<file path="config.mk">
export PLATFORM = sky130hd
export DESIGN_NAME = basics_int
export DESIGN_NICKNAME = d
export VERILOG_FILES = /design/src/hw/basics_cfg_pkg.sv /design/src/hw/basics_proto_pkg.sv /design/src/hw/basics_int.sv /design/src/hw/command_decoder.sv /design/src/hw/message_fifo.sv /design/src/hw/settings_regs.sv
export VERILOG_INCLUDE_DIRS = /design/src /design/src/include
export SDC_FILE = /design/constraint.sdc
export NUM_CORES = 1
export LEC_CHECK = 0
export ABC_CLOCK_PERIOD_IN_PS = 6060
export BUFFER_PORTS_ARGS = -buffer_cell sky130_fd_sc_hd__buf_4
export CAP_MARGIN = 20
export CELL_PAD_IN_SITES_DETAIL_PLACEMENT = 0
export CELL_PAD_IN_SITES_GLOBAL_PLACEMENT = 2
export CORE_ASPECT_RATIO = 2
export CORE_MARGIN = 4
export CORE_UTILIZATION = 40
export CTS_CLUSTER_SIZE = 16
export DETAILED_ROUTE_END_ITERATION = 7
export PLACE_DENSITY_LB_ADDON = 0.1
export SLEW_MARGIN = 5
export SYNTH_ARGS = -nofsm -noshare
export SYNTH_HDL_FRONTEND = slang
export SYNTH_SLANG_ARGS = --single-unit
</file>
<file path="constraint.sdc">
create_clock -name clk -period 6.06 [get_ports clk]
set_clock_uncertainty 0.15 [all_clocks]
set_input_delay 0 -clock clk [delete_from_list [all_inputs] [get_ports clk]]
set_output_delay 0 -clock clk [all_outputs]
set_load 0.005 [all_outputs]
</file>
<file path="src/include/basics_defines.svh">
`ifndef BASICS_DEFINES_SVH
`define BASICS_DEFINES_SVH

// Bus and buffer widths
`define BYTE_W          8
`define PTR_W           9
`define FIFO_DEPTH_LOG2 5

// Setting widths
`define GPIO_W          24
`define I2C_ADDR_W      16

// Version reported by this block
`define VERSION_MAJOR   8'h00
`define VERSION_MINOR   8'h04

// Request command codes
`define CMD_VERSION     8'h76
`define CMD_I2C_QUERY   8'h49
`define CMD_I2C_SET     8'h69
`define CMD_GPIO_QUERY  8'h47
`define CMD_GPIO_SET    8'h67

// Parameter selectors "c" "a" "l" "d"
`define SEL_SPEED       8'h63
`define SEL_ADDR        8'h61
`define SEL_LEVEL       8'h6C
`define SEL_DIR         8'h64

// Response codes
`define RESP_ACK        8'h00
`define RESP_NAK        8'h01

// Settings after reset
`define I2C_SPEED_RST   8'd99
`define I2C_ADDR_RST    16'hFFFF

`endif

</file>
<file path="src/hw/basics_cfg_pkg.sv">
`default_nettype none

`include "basics_defines.svh"

package basics_cfg_pkg;

	typedef enum logic [2:0] {
		PARAM_NONE,
		PARAM_I2C_SPEED,
		PARAM_I2C_ADDR,
		PARAM_GPIO_LEVEL,
		PARAM_GPIO_DIR,
		PARAM_GPIO_READ
	} param_sel_t;

	typedef logic [`BYTE_W-1:0] i2c_speed_t;
	typedef logic [`I2C_ADDR_W-1:0] i2c_addr_t;
	typedef logic [`GPIO_W-1:0] gpio_word_t;

	// Query values are right-aligned in this word
	typedef logic [`GPIO_W-1:0] param_word_t;

	// Value length in bytes for each selector
	function automatic logic [1:0] param_len(param_sel_t sel);
		case (sel)
			PARAM_I2C_SPEED: return 2'd1;
			PARAM_I2C_ADDR: return 2'd2;
			PARAM_GPIO_LEVEL, PARAM_GPIO_DIR, PARAM_GPIO_READ: return 2'd3;
			default: return 2'd0;
		endcase
	endfunction

endpackage

`default_nettype wire

</file>
<file path="src/hw/basics_proto_pkg.sv">
`default_nettype none

`include "basics_defines.svh"

package basics_proto_pkg;

	typedef logic [`BYTE_W-1:0] msg_byte_t;
	typedef logic [`BYTE_W-1:0] eid_t;

	// End-of-frame flag sits above the data byte
	typedef logic [`BYTE_W:0] fifo_entry_t;
	typedef logic [`PTR_W-1:0] fifo_ptr_t;

	typedef enum logic [3:0] {
		DEC_IDLE,
		DEC_EID,
		DEC_LEN,
		DEC_VER,
		DEC_SEL,
		DEC_QLOAD,
		DEC_SET,
		DEC_RESP,
		DEC_WAIT_HI,
		DEC_WAIT_LO
	} dec_state_t;

endpackage

`default_nettype wire

</file>
<file path="src/hw/basics_int.sv">
`timescale 1ns/1ps
`default_nettype none

module basics_int (
	input  logic                          clk,
	input  logic                          rst,
	input  logic                          generate_nak,
	input  basics_proto_pkg::msg_byte_t   ma_data,
	input  logic                          ma_data_valid,
	input  logic                          ma_frame_valid,
	input  basics_proto_pkg::fifo_ptr_t   sl_addr,
	output basics_proto_pkg::fifo_ptr_t   sl_tail,
	output basics_proto_pkg::fifo_entry_t sl_data,
	input  logic                          sl_latch_tail,
	output logic                          sl_arb_request,
	input  basics_cfg_pkg::gpio_word_t    gpio_read,
	output basics_cfg_pkg::i2c_speed_t    i2c_speed,
	output basics_cfg_pkg::i2c_addr_t     i2c_addr,
	output basics_cfg_pkg::gpio_word_t    gpio_level,
	output basics_cfg_pkg::gpio_word_t    gpio_direction
);

	// Decoder to settings
	basics_cfg_pkg::param_sel_t  param_sel;
	logic                        param_shift;
	basics_proto_pkg::msg_byte_t param_data;
	logic                        param_commit;
	basics_cfg_pkg::param_word_t query_word;

	// Decoder to response buffer
	basics_proto_pkg::msg_byte_t msg_data;
	logic                        msg_latch;
	logic                        msg_frame_valid;

	command_decoder u_decoder (
		.clk            (clk),
		.rst            (rst),
		.generate_nak   (generate_nak),
		.ma_data        (ma_data),
		.ma_data_valid  (ma_data_valid),
		.ma_frame_valid (ma_frame_valid),
		.sl_arb_request (sl_arb_request),
		.query_word     (query_word),
		.param_sel      (param_sel),
		.param_shift    (param_shift),
		.param_data     (param_data),
		.param_commit   (param_commit),
		.msg_data       (msg_data),
		.msg_latch      (msg_latch),
		.msg_frame_valid(msg_frame_valid)
	);

	settings_regs u_settings (
		.clk           (clk),
		.rst           (rst),
		.param_sel     (param_sel),
		.param_shift   (param_shift),
		.param_data    (param_data),
		.param_commit  (param_commit),
		.gpio_read     (gpio_read),
		.query_word    (query_word),
		.i2c_speed     (i2c_speed),
		.i2c_addr      (i2c_addr),
		.gpio_level    (gpio_level),
		.gpio_direction(gpio_direction)
	);

	message_fifo u_fifo (
		.clk            (clk),
		.rst            (rst),
		.msg_data       (msg_data),
		.msg_latch      (msg_latch),
		.msg_frame_valid(msg_frame_valid),
		.sl_addr        (sl_addr),
		.sl_data        (sl_data),
		.sl_tail        (sl_tail),
		.sl_latch_tail  (sl_latch_tail),
		.sl_arb_request (sl_arb_request)
	);

endmodule

`default_nettype wire

</file>
<file path="src/hw/command_decoder.sv">
`timescale 1ns/1ps
`default_nettype none

`include "basics_defines.svh"

module command_decoder (
	input  logic                         clk,
	input  logic                         rst,
	input  logic                         generate_nak,
	input  basics_proto_pkg::msg_byte_t  ma_data,
	input  logic                         ma_data_valid,
	input  logic                         ma_frame_valid,
	input  logic                         sl_arb_request,
	input  basics_cfg_pkg::param_word_t  query_word,
	output basics_cfg_pkg::param_sel_t   param_sel,
	output logic                         param_shift,
	output basics_proto_pkg::msg_byte_t  param_data,
	output logic                         param_commit,
	output basics_proto_pkg::msg_byte_t  msg_data,
	output logic                         msg_latch,
	output logic                         msg_frame_valid
);

	basics_proto_pkg::dec_state_t state;

	logic                        frame_valid_d;
	logic                        nak_req;
	logic                        ver_cnt;
	logic [1:0]                  set_cnt;
	logic [2:0]                  byte_cnt;
	logic                        commit_pending;

	basics_proto_pkg::msg_byte_t cmd;
	basics_proto_pkg::eid_t      eid;
	basics_proto_pkg::msg_byte_t ver_hi;
	basics_proto_pkg::msg_byte_t resp_code;
	logic [1:0]                  resp_len;
	basics_cfg_pkg::param_word_t staging;

	basics_cfg_pkg::param_sel_t  sel_dec;
	logic                        frame_start;
	logic                        cmd_known;
	logic                        cmd_set;
	logic                        cmd_i2c;
	logic                        ver_match;
	logic                        resp_last;

	// Command byte comes with the rising edge of the frame
	assign frame_start = ma_frame_valid && !frame_valid_d && ma_data_valid;
	assign cmd_known = (ma_data == `CMD_VERSION) || (ma_data == `CMD_I2C_QUERY) ||
		(ma_data == `CMD_I2C_SET) || (ma_data == `CMD_GPIO_QUERY) ||
		(ma_data == `CMD_GPIO_SET);
	assign cmd_set = (cmd == `CMD_I2C_SET) || (cmd == `CMD_GPIO_SET);
	assign cmd_i2c = (cmd == `CMD_I2C_QUERY) || (cmd == `CMD_I2C_SET);
	assign ver_match = ({ver_hi, ma_data} == {`VERSION_MAJOR, `VERSION_MINOR});
	assign resp_last = (byte_cnt == 3'd2 + {1'b0, resp_len});

	// Map the selector byte to a setting
	// On a query "l" reads the pins
	always_comb begin
		sel_dec = basics_cfg_pkg::PARAM_NONE;
		if (cmd_i2c) begin
			if (ma_data == `SEL_SPEED)
				sel_dec = basics_cfg_pkg::PARAM_I2C_SPEED;
			else if (ma_data == `SEL_ADDR)
				sel_dec = basics_cfg_pkg::PARAM_I2C_ADDR;
		end else if (ma_data == `SEL_LEVEL) begin
			if (cmd_set)
				sel_dec = basics_cfg_pkg::PARAM_GPIO_LEVEL;
			else
				sel_dec = basics_cfg_pkg::PARAM_GPIO_READ;
		end else if (ma_data == `SEL_DIR) begin
			sel_dec = basics_cfg_pkg::PARAM_GPIO_DIR;
		end
	end

	always_ff @(posedge clk) begin
		if (rst) begin
			state <= basics_proto_pkg::DEC_IDLE;
			frame_valid_d <= 1'b0;
			nak_req <= 1'b0;
			ver_cnt <= 1'b0;
			set_cnt <= 2'd0;
			byte_cnt <= 3'd0;
			commit_pending <= 1'b0;
			param_sel <= basics_cfg_pkg::PARAM_NONE;
		end else begin
			frame_valid_d <= ma_frame_valid;
			byte_cnt <= (state == basics_proto_pkg::DEC_RESP) ? byte_cnt + 3'd1 : 3'd0;
			case (state)
				basics_proto_pkg::DEC_IDLE: begin
					ver_cnt <= 1'b0;
					commit_pending <= 1'b0;
					// EID of an immediate NAK is the next data byte
					if (generate_nak) begin
						nak_req <= 1'b1;
						state <= basics_proto_pkg::DEC_EID;
					end else if (frame_start && cmd_known) begin
						nak_req <= 1'b0;
						param_sel <= basics_cfg_pkg::PARAM_NONE;
						state <= basics_proto_pkg::DEC_EID;
					end
				end
				basics_proto_pkg::DEC_EID: begin
					if (ma_data_valid) begin
						if (nak_req)
							state <= basics_proto_pkg::DEC_RESP;
						else
							state <= basics_proto_pkg::DEC_LEN;
					end
				end
				basics_proto_pkg::DEC_LEN: begin
					if (ma_data_valid) begin
						if (cmd == `CMD_VERSION)
							state <= basics_proto_pkg::DEC_VER;
						else
							state <= basics_proto_pkg::DEC_SEL;
					end
				end
				basics_proto_pkg::DEC_VER: begin
					if (ma_data_valid) begin
						ver_cnt <= 1'b1;
						if (ver_cnt)
							state <= basics_proto_pkg::DEC_RESP;
					end
				end
				basics_proto_pkg::DEC_SEL: begin
					if (ma_data_valid) begin
						param_sel <= sel_dec;
						set_cnt <= basics_cfg_pkg::param_len(sel_dec);
						if (sel_dec == basics_cfg_pkg::PARAM_NONE) begin
							state <= basics_proto_pkg::DEC_RESP;
						end else if (cmd_set) begin
							commit_pending <= sel_dec inside {basics_cfg_pkg::PARAM_GPIO_LEVEL,
								basics_cfg_pkg::PARAM_GPIO_DIR};
							state <= basics_proto_pkg::DEC_SET;
						end else begin
							state <= basics_proto_pkg::DEC_QLOAD;
						end
					end
				end
				// query_word follows param_sel one cycle later
				basics_proto_pkg::DEC_QLOAD: state <= basics_proto_pkg::DEC_RESP;
				basics_proto_pkg::DEC_SET: begin
					if (ma_data_valid) begin
						set_cnt <= set_cnt - 2'd1;
						if (set_cnt == 2'd1)
							state <= basics_proto_pkg::DEC_RESP;
					end
				end
				basics_proto_pkg::DEC_RESP: begin
					if (resp_last) begin
						if (commit_pending)
							state <= basics_proto_pkg::DEC_WAIT_HI;
						else
							state <= basics_proto_pkg::DEC_IDLE;
					end
				end
				// GPIO takes effect once the ACK has been read out
				basics_proto_pkg::DEC_WAIT_HI: begin
					if (sl_arb_request)
						state <= basics_proto_pkg::DEC_WAIT_LO;
				end
				basics_proto_pkg::DEC_WAIT_LO: begin
					if (!sl_arb_request)
						state <= basics_proto_pkg::DEC_IDLE;
				end
				default: state <= basics_proto_pkg::DEC_IDLE;
			endcase
		end
	end

	// Response header and payload
	always_ff @(posedge clk) begin
		case (state)
			basics_proto_pkg::DEC_IDLE: begin
				if (frame_start)
					cmd <= ma_data;
			end
			basics_proto_pkg::DEC_EID: begin
				if (ma_data_valid) begin
					eid <= ma_data;
					resp_code <= `RESP_NAK;
					resp_len <= 2'd0;
				end
			end
			basics_proto_pkg::DEC_VER: begin
				if (ma_data_valid) begin
					ver_hi <= ma_data;
					resp_code <= ver_match ? `RESP_ACK : `RESP_NAK;
					resp_len <= ver_match ? 2'd0 : 2'd2;
					staging <= {`VERSION_MAJOR, `VERSION_MINOR, 8'h00};
				end
			end
			basics_proto_pkg::DEC_SEL: begin
				if (ma_data_valid) begin
					resp_code <= (sel_dec == basics_cfg_pkg::PARAM_NONE) ? `RESP_NAK : `RESP_ACK;
					resp_len <= 2'd0;
				end
			end
			basics_proto_pkg::DEC_QLOAD: begin
				// Left-align so the top byte goes out first
				staging <= query_word << (`BYTE_W * (2'd3 - basics_cfg_pkg::param_len(param_sel)));
				resp_len <= basics_cfg_pkg::param_len(param_sel);
			end
			basics_proto_pkg::DEC_RESP: begin
				if (byte_cnt >= 3'd3)
					staging <= staging << `BYTE_W;
			end
			default: ;
		endcase
	end

	always_comb begin
		case (byte_cnt)
			3'd0: msg_data = resp_code;
			3'd1: msg_data = eid;
			3'd2: msg_data = basics_proto_pkg::msg_byte_t'(resp_len);
			default: msg_data = staging[`GPIO_W-1 -: `BYTE_W];
		endcase
	end

	assign msg_frame_valid = (state == basics_proto_pkg::DEC_RESP);
	assign msg_latch = (state == basics_proto_pkg::DEC_RESP);

	assign param_shift = (state == basics_proto_pkg::DEC_SET) && ma_data_valid;
	assign param_data = ma_data;
	assign param_commit = (state == basics_proto_pkg::DEC_WAIT_LO) && !sl_arb_request;

	// A set only reaches the settings after a valid selector
	a_shift_sel: assert property (@(posedge clk) disable iff (rst)
		param_shift |-> param_sel != basics_cfg_pkg::PARAM_NONE);

endmodule

`default_nettype wire

</file>
<file path="src/hw/message_fifo.sv">
`timescale 1ns/1ps
`default_nettype none

`include "basics_defines.svh"

module message_fifo #(
	parameter int DEPTH_LOG2 = `FIFO_DEPTH_LOG2
) (
	input  logic                          clk,
	input  logic                          rst,
	input  basics_proto_pkg::msg_byte_t   msg_data,
	input  logic                          msg_latch,
	input  logic                          msg_frame_valid,
	input  basics_proto_pkg::fifo_ptr_t   sl_addr,
	output basics_proto_pkg::fifo_entry_t sl_data,
	output basics_proto_pkg::fifo_ptr_t   sl_tail,
	input  logic                          sl_latch_tail,
	output logic                          sl_arb_request
);

	basics_proto_pkg::fifo_entry_t mem [2**DEPTH_LOG2];

	// head is the oldest unreleased entry, wr_ptr runs ahead of the tail
	basics_proto_pkg::fifo_ptr_t head;
	basics_proto_pkg::fifo_ptr_t wr_ptr;
	basics_proto_pkg::fifo_ptr_t last_ptr;
	basics_proto_pkg::msg_byte_t last_byte;
	logic                        frame_valid_d;
	logic                        frame_close;
	logic                        full;
	logic                        wr_en;

	assign frame_close = frame_valid_d && !msg_frame_valid;
	assign full = (basics_proto_pkg::fifo_ptr_t'(wr_ptr - head) ==
		basics_proto_pkg::fifo_ptr_t'(2**DEPTH_LOG2));
	assign wr_en = msg_latch && !full;
	assign last_ptr = wr_ptr - 1'b1;

	always_ff @(posedge clk) begin
		if (rst) begin
			head <= '0;
			wr_ptr <= '0;
			sl_tail <= '0;
			frame_valid_d <= 1'b0;
		end else begin
			frame_valid_d <= msg_frame_valid;
			if (wr_en)
				wr_ptr <= wr_ptr + 1'b1;
			if (frame_close)
				sl_tail <= wr_ptr;
			if (sl_latch_tail)
				head <= sl_tail;
		end
	end

	// Latch and close never share a cycle, so one write port does
	always_ff @(posedge clk) begin
		if (wr_en) begin
			mem[wr_ptr[DEPTH_LOG2-1:0]] <= {1'b0, msg_data};
			last_byte <= msg_data;
		end else if (frame_close) begin
			mem[last_ptr[DEPTH_LOG2-1:0]] <= {1'b1, last_byte};
		end
	end

	always_ff @(posedge clk) begin
		sl_data <= mem[sl_addr[DEPTH_LOG2-1:0]];
	end

	assign sl_arb_request = (head != sl_tail);

	a_no_overflow: assert property (@(posedge clk) disable iff (rst)
		msg_latch |-> !full);

	a_release_valid: assert property (@(posedge clk) disable iff (rst)
		sl_latch_tail |-> sl_arb_request);

endmodule

`default_nettype wire

</file>
<file path="src/hw/settings_regs.sv">
`timescale 1ns/1ps
`default_nettype none

`include "basics_defines.svh"

module settings_regs (
	input  logic                         clk,
	input  logic                         rst,
	input  basics_cfg_pkg::param_sel_t   param_sel,
	input  logic                         param_shift,
	input  basics_proto_pkg::msg_byte_t  param_data,
	input  logic                         param_commit,
	input  basics_cfg_pkg::gpio_word_t   gpio_read,
	output basics_cfg_pkg::param_word_t  query_word,
	output basics_cfg_pkg::i2c_speed_t   i2c_speed,
	output basics_cfg_pkg::i2c_addr_t    i2c_addr,
	output basics_cfg_pkg::gpio_word_t   gpio_level,
	output basics_cfg_pkg::gpio_word_t   gpio_direction
);

	// Staged GPIO words, copied out on commit
	basics_cfg_pkg::gpio_word_t level_stage;
	basics_cfg_pkg::gpio_word_t dir_stage;

	always_ff @(posedge clk) begin
		if (rst) begin
			i2c_speed <= `I2C_SPEED_RST;
			i2c_addr <= `I2C_ADDR_RST;
			gpio_level <= '0;
			gpio_direction <= '0;
		end else begin
			// I2C settings follow each value byte
			if (param_shift) begin
				case (param_sel)
					basics_cfg_pkg::PARAM_I2C_SPEED: i2c_speed <= param_data;
					basics_cfg_pkg::PARAM_I2C_ADDR:
						i2c_addr <= {i2c_addr[`I2C_ADDR_W-`BYTE_W-1:0], param_data};
					default: ;
				endcase
			end
			if (param_commit) begin
				case (param_sel)
					basics_cfg_pkg::PARAM_GPIO_LEVEL: gpio_level <= level_stage;
					basics_cfg_pkg::PARAM_GPIO_DIR: gpio_direction <= dir_stage;
					default: ;
				endcase
			end
		end
	end

	always_ff @(posedge clk) begin
		if (param_shift && param_sel == basics_cfg_pkg::PARAM_GPIO_LEVEL)
			level_stage <= {level_stage[`GPIO_W-`BYTE_W-1:0], param_data};
		if (param_shift && param_sel == basics_cfg_pkg::PARAM_GPIO_DIR)
			dir_stage <= {dir_stage[`GPIO_W-`BYTE_W-1:0], param_data};
	end

	always_comb begin
		case (param_sel)
			basics_cfg_pkg::PARAM_I2C_SPEED: query_word = basics_cfg_pkg::param_word_t'(i2c_speed);
			basics_cfg_pkg::PARAM_I2C_ADDR: query_word = basics_cfg_pkg::param_word_t'(i2c_addr);
			basics_cfg_pkg::PARAM_GPIO_LEVEL: query_word = gpio_level;
			basics_cfg_pkg::PARAM_GPIO_DIR: query_word = gpio_direction;
			basics_cfg_pkg::PARAM_GPIO_READ: query_word = gpio_read;
			default: query_word = '0;
		endcase
	end

	// Only GPIO words are staged
	a_commit_gpio: assert property (@(posedge clk) disable iff (rst)
		param_commit |-> param_sel inside {basics_cfg_pkg::PARAM_GPIO_LEVEL,
			basics_cfg_pkg::PARAM_GPIO_DIR});

endmodule

`default_nettype wire

</file>
After elaboration in Yosys (flattened, before gate mapping)
Memory sizes are Yosys's and may differ from the RTL's. A register that Yosys moved wholly into a read port is not among the register bits.
Cells that the tools add are included.

storage, ports and cells
  register bits after elaboration = 230
  bits in writable memories = 288
  output and inout bits = 91
  word-level logic and storage cells = 208
  memories kept = 1

memory list
  memory      depth  bits a word  read ports  clocked after memory_dff  wr ports  RTL line            source
  u_fifo.mem  32     9            1           1                         1         message_fifo.sv:21  basics_proto_pkg::fifo_entry_t mem [2**DEPTH_LOG2];

cells by class
  $add $sub $neg = 7
  $lt $le $gt $ge = 1
  equal/unequal tests = 56
  shifts and indexed selects = 1
  multiplexer cells = 65
  bitwise operators = 1
  reductions and logical operators = 51

operators by type and width
  kind                                             number
  case mux 24 bit (5 select lines)                 1
  == test 8 x 7 -> 1 bit (second input constant)   13
  case mux 24 bit (3 select lines)                 1
  2-to-1 mux 4 bit                                 14
  2-to-1 mux 24 bit                                2
  case mux 8 bit (3 select lines)                  2
  case mux 4 bit (10 select lines)                 1
  << shifter 24 x 32 -> 24 bit                     1
  2-to-1 mux 3 bit                                 10
  2-to-1 mux 8 bit                                 3
  != test 2 bit (second input constant)            10
  case mux 2 bit (3 select lines)                  3
  AND reduction 2 bit                              9
  == test 16 x 3 -> 1 bit (second input constant)  1
  == test 4 x 3 -> 1 bit (second input constant)   4
  2-to-1 mux 2 bit                                 8
  == test 3 x 2 -> 1 bit (second input constant)   5
  2-to-1 mux 1 bit                                 14
  == test 3 bit (second input constant)            4
  != test 2 x 1 -> 1 bit (second input constant)   6
  AND reduction 4 bit                              3
  AND reduction 11 bit                             1
  nonzero test 2 bit                               5
  adder 9 x 1 -> 9 bit (second input constant)     1
  other kinds (32)                                 60

Longest topological paths before layout
  depth in word-level cells = 11
  gate-level depth with buffers = 11
  gate-level depth less buffers = 9

Modules after synthesis
A second synthesis with hierarchy kept.

second synthesis, totals
  cell total of the unflattened synthesis = 1515
  area total of the unflattened synthesis = 22177.5 um^2

modules (own cells, without submodules)
  module           times used  cells each  area an instance (um^2)  sequential area each (um^2)
  message_fifo     1           709         13540.5                  9629.2
  settings_regs    1           449         4847.1                   2882.8
  command_decoder  1           357         3789.9                   1851.8

Least setup slack after synthesis
Ideal clock, no wire load.

  kind = reg-to-reg
  start point = register u_fifo.wr_ptr[0]
  end point = memory u_fifo.mem[7][0] in the netlist's numbering, enable pin
  library setup time = 0.389 ns
  data arrival time = 2.829 ns
  slack = 2.692 ns
  cell stages (with the launch flop) = 11
  buffers on the path = 1
  path through = dfxtp_1 > clkbuf_1 > inv_1 > ha_1 > nand3b_1 > and4b_1 > o2111a_1 > o2111ai_2 > o21ai_2 > o2bb2ai_1 > nor3b_1

on the way
  elaborated cells on any way between the ends = 12
  classes of those cells = add/sub: 2; eq/ne: 1; mux: 6; reduce/logical: 3

RTL lines
  element                            RTL line            source
  from (decl)                        message_fifo.sv:25  basics_proto_pkg::fifo_ptr_t wr_ptr;
  from (signal assigned)             message_fifo.sv:48  wr_ptr <= wr_ptr + 1'b1;
  subtractor 5 x 1 -> 5 bit          message_fifo.sv:37  assign last_ptr = wr_ptr - 1'b1;
  net u_fifo.last_ptr[0]             message_fifo.sv:26  basics_proto_pkg::fifo_ptr_t last_ptr;
  2-to-1 mux 5 bit (no source line)  --
  to (decl)                          message_fifo.sv:21

The timed path passes the listed nets, and every way through them passes these cells.

Worst setup path after layout
  start point = register u_fifo.wr_ptr[4]
  end point = memory u_fifo.mem[31][4] in the netlist's numbering, enable pin

on the way
  word-level cells in the longest chain between the ends = 8
  elaborated cells on any way between the ends = 12
  classes of those cells = add/sub: 2; eq/ne: 1; mux: 6; reduce/logical: 3

ends and longest elaborated chain
  element                                                                RTL line            source
  subtractor 9 bit                                                       message_fifo.sv:34  assign full = (basics_proto_pkg::fifo_ptr_t'(wr_ptr - head) ==
  == test 9 x 6 -> 1 bit                                                 message_fifo.sv:34
  zero test 1 bit                                                        message_fifo.sv:36  assign wr_en = msg_latch && !full;
  logical AND 1 bit                                                      message_fifo.sv:36
  2-to-1 mux 1 bit                                                       message_fifo.sv:58  if (wr_en) begin
  2-to-1 mux 1 bit (not written as such)                                 message_fifo.sv:62  mem[last_ptr[DEPTH_LOG2-1:0]] <= {1'b1, last_byte};
  OR reduction 9 bit (no source line)                                    --
  2-to-1 mux 5 bit (no source line) or 2-to-1 mux 1 bit (tied branches)  --

Several ways; a longest one is shown, not always the timed one.

==> impl_metrics.yaml <==
layout:
  multi_input_area_sq_um: 6740
  register_area_sq_um: 14400
  final_nets: 1647
  diodes: 0
  syn_to_final_growth_pct: 16.9
  nFillCells: 4770
  fin_util_pct: 47.1
  drive_gt1_share_pct: 24.0
  final_area_sq_um: 25200
global_routing:
  grt_max_degree: 73
  grt_pass1_wl_microns: 86900
  grtUsageTotal_pct: 20.8
  grt_pass1_vias: 13200
  grt_overflow_total: 0
  antenna_found_initial: 0
clock_network:
  path_clk_slew_ns: 0.07
  cts_tree: "yes"
  insertion_delay_ns: 0.58
  root_buffer: "clkbuf_16"
  numCtsBuffers: 47
  cts.sink_count: 520
  htreeDepth: 2
  clockBufferDepth: 3
worst_setup_path:
  arrival_ns: 4.56
  endpoint_kind: "flip-flop"
  r2r_setup_slack_ns: 1.54
  reg2regPathDepth: 8
  path_max_fanout: 13
  critPathKind: "flip-flop to flip-flop"
  r2r-start: "u_fifo.wr_ptr[4]"
  critPathLaunchType: "flip-flop"
  required_ns: 6.11
  worstReg2RegEnd: "u_fifo.mem[31][4]"
pwr:
  power_density_nw_per_um2: 293
  leakage_uw: 0.00827
  vdd_drop_max_mv: 0.273
drt:
  wl_per_cell_microns: 26.2
  dr.pass1.iters: 7
  drc_errors: 0
  vias: 12500
  detail-route-antenna-nets: 0
  wl_microns: 60200
  viasPerCell: 5.44
  drt_iter0_markers: 798
timing:
  finalSetupViolCount: 0
  tightestPinTransition_ns: 1.09
  rsz0062_at_grt: "no"
  period_share_pct: 74.5
  fmax_ghz: 0.221
  whs_ns: 0.0193
  tns_ns: 0
  period_minus_slack_ns: 4.52
  finalWorstSetupSlack_ns: 1.54
  final-hold-violation-count: 0
  slew_headroom_pct: 27.4
  finalMaxSlewViolations: 0
hold_path:
  worstHoldStart: "gpio_read[19]"
  holdPathStages: 4
  hold_end: "u_decoder.staging[19]"
  min_path_type: "input pin to flip-flop"
placed_design:
  numPortBuffers: 133
  place_congestion: 0.797
  postPlaceCellArea_sq_um: 23300
  pre_cts_ws_ns: 1.56
  dpl.hpwl_microns: 42900
yosys:
  synth.avg_cell_area_sq_um: 15.3
  yosys.cell_types.count: 78
  ys_top_cells_by_count: "edfxtp_1, nor2_1, dfxtp_1"
  synth_edf_count: 395
  synth_top_area_share_pct: 55.0
  synthFlopType: "edfxtp_1"
  seq_area_frac_synth_pct: 66.6
  synth_warnings: 0
  synth_largest_area_cell: "edfxtp_1"
  ys_top_cells_by_area: "edfxtp_1, dfxtp_1, mux4_2, mux2i_1, nor2_1"
  netlist_instances: 1413
  netlist_area_sq_um: 21600
  synthArstFlopShare_pct: 0
  syn-num-nets: 1476
  ys_ff_latch: 520
  yosys.cell_count.top_type: "edfxtp_1"
floorplanning:
  die_w_microns: 172
  rows: 120
  initial_core_util_pct: 40.3
  dieArea_sq_um: 57900
  pin_count: 138
  die_h_microns: 336
  core-area_sq_um: 53500
run_status:
  status: "complete, no violations"
run:
  maxCapViolations: 0
-- logic make-up (layout without fill, tap and decap cells) --
logic type,count (synthesis),in the layout,synth area share [%]
compound gates,208,208,6.79
xor+xnor,19,19,0.859
fa+ha+maj,16,16,0.929
buf+inv,106,315,2.19
flops,520,520,66.6
mux,203,203,14.8
simple gates,341,341,7.80
-- final cells by class --
cell class	instances	share of cell area, %
sequential	520	57.0
multi-input combinational	787	26.8
timing repair buffer	199	6.28
clock buffer	60	5.16
tap	671	3.33
clock inverter	27	1.05
inverter	29	0.432
-- flip-flops by register name, indices dropped and copies added (netlist names), 2 cells and up --
register / flops
u_fifo.wr_ptr: 9
u_fifo.sl_data: 9
u_decoder.param_sel: 3
u_decoder.state: 4
u_fifo.sl_tail: 9
u_fifo.head: 9
u_settings.gpio_level: 24
u_settings.i2c_addr: 16
u_settings.gpio_direction: 24
u_decoder.cmd: 8
u_settings.i2c_speed: 8
u_decoder.resp_len: 2
u_decoder.byte_cnt: 3
u_decoder.staging: 24
u_decoder.ver_hi: 8
u_decoder.eid: 8
u_decoder.set_cnt: 2
u_fifo.mem: 288
u_settings.level_stage: 24
u_fifo.last_byte: 8
u_settings.dir_stage: 24
-- worst max-delay path, stage by stage (launching register included) --
cell       delay [ns]
dfxtp_1          0.65
ha_1             0.39
and2_1           0.21
o2111ai_1        0.21
a31oi_1          0.19
o22ai_2          0.32
o21ai_2          0.21
o2bb2ai_1        0.89
nor2b_1          0.91
-- through the flow --
step                      instances  total power, uW
final                          2293             7390
after CTS                      2291             7460
after global routing           2293             7640
after floorplan                1413             4240
after detailed placement       2171             4410
after global placement         2168             4400
-- power by group --
| group | switching (uW) | internal [uW] |
|---|---|---|
| Clock | 1340 | 1700 |
| Combinational | 272 | 184 |
| Sequential | 24.2 | 3860 |
| Total | 1640 | 5750 |
-- metal layers --
metal | track usage, % | share of wire, %
met5 | 0 | 0
met4 | 9.36 | 5.0
met3 | 2.59 | 3.1
met2 | 41.7 | 59
met1 | 20.5 | 33
-- worst max path at each step --
stage,startpoint,endpoint,depth (start not counted)
after floorplan,u_fifo.wr_ptr[0],u_fifo.mem[7][0],10
after global placement,u_fifo.wr_ptr[4],u_fifo.mem[31][4],8
after detailed placement,u_fifo.wr_ptr[4],u_fifo.mem[31][6],8
after CTS,u_fifo.wr_ptr[4],u_fifo.mem[31][6],8
after global routing,u_fifo.wr_ptr[0],u_fifo.mem[31][2],9
final,u_fifo.wr_ptr[4],u_fifo.mem[31][4],8
-- cells in the final DEF (no fill, tap or decap), types with 7 or more instances in the layout --
cell           instances
nor3_1                18
clkbuf_1               7
xnor2_1               12
edfxtp_1             395
dfxtp_1              124
mux4_2                90
o21ai_0               36
mux2i_1               87
nor2b_1               36
buf_4                162
nand3_1               17
a221oi_1              10
o22ai_1                8
ha_1                  16
inv_1                 28
mux2_2                26
a22oi_1               15
a21oi_1               50
a211o_1               21
a22o_1                14
dlygate4sd3_1         34
clkbuf_16             49
clkinv_2              12
nand2_1               68
nor2_1               138
or3_1                  8
-- what timing repair did --
item,4_1_cts,5_1_grt
hold endpoints to repair,152,1
gates resized for setup,0,0
hold buffers,33,1
buffers inserted,0,0
(Power assumes the default switching activity.)
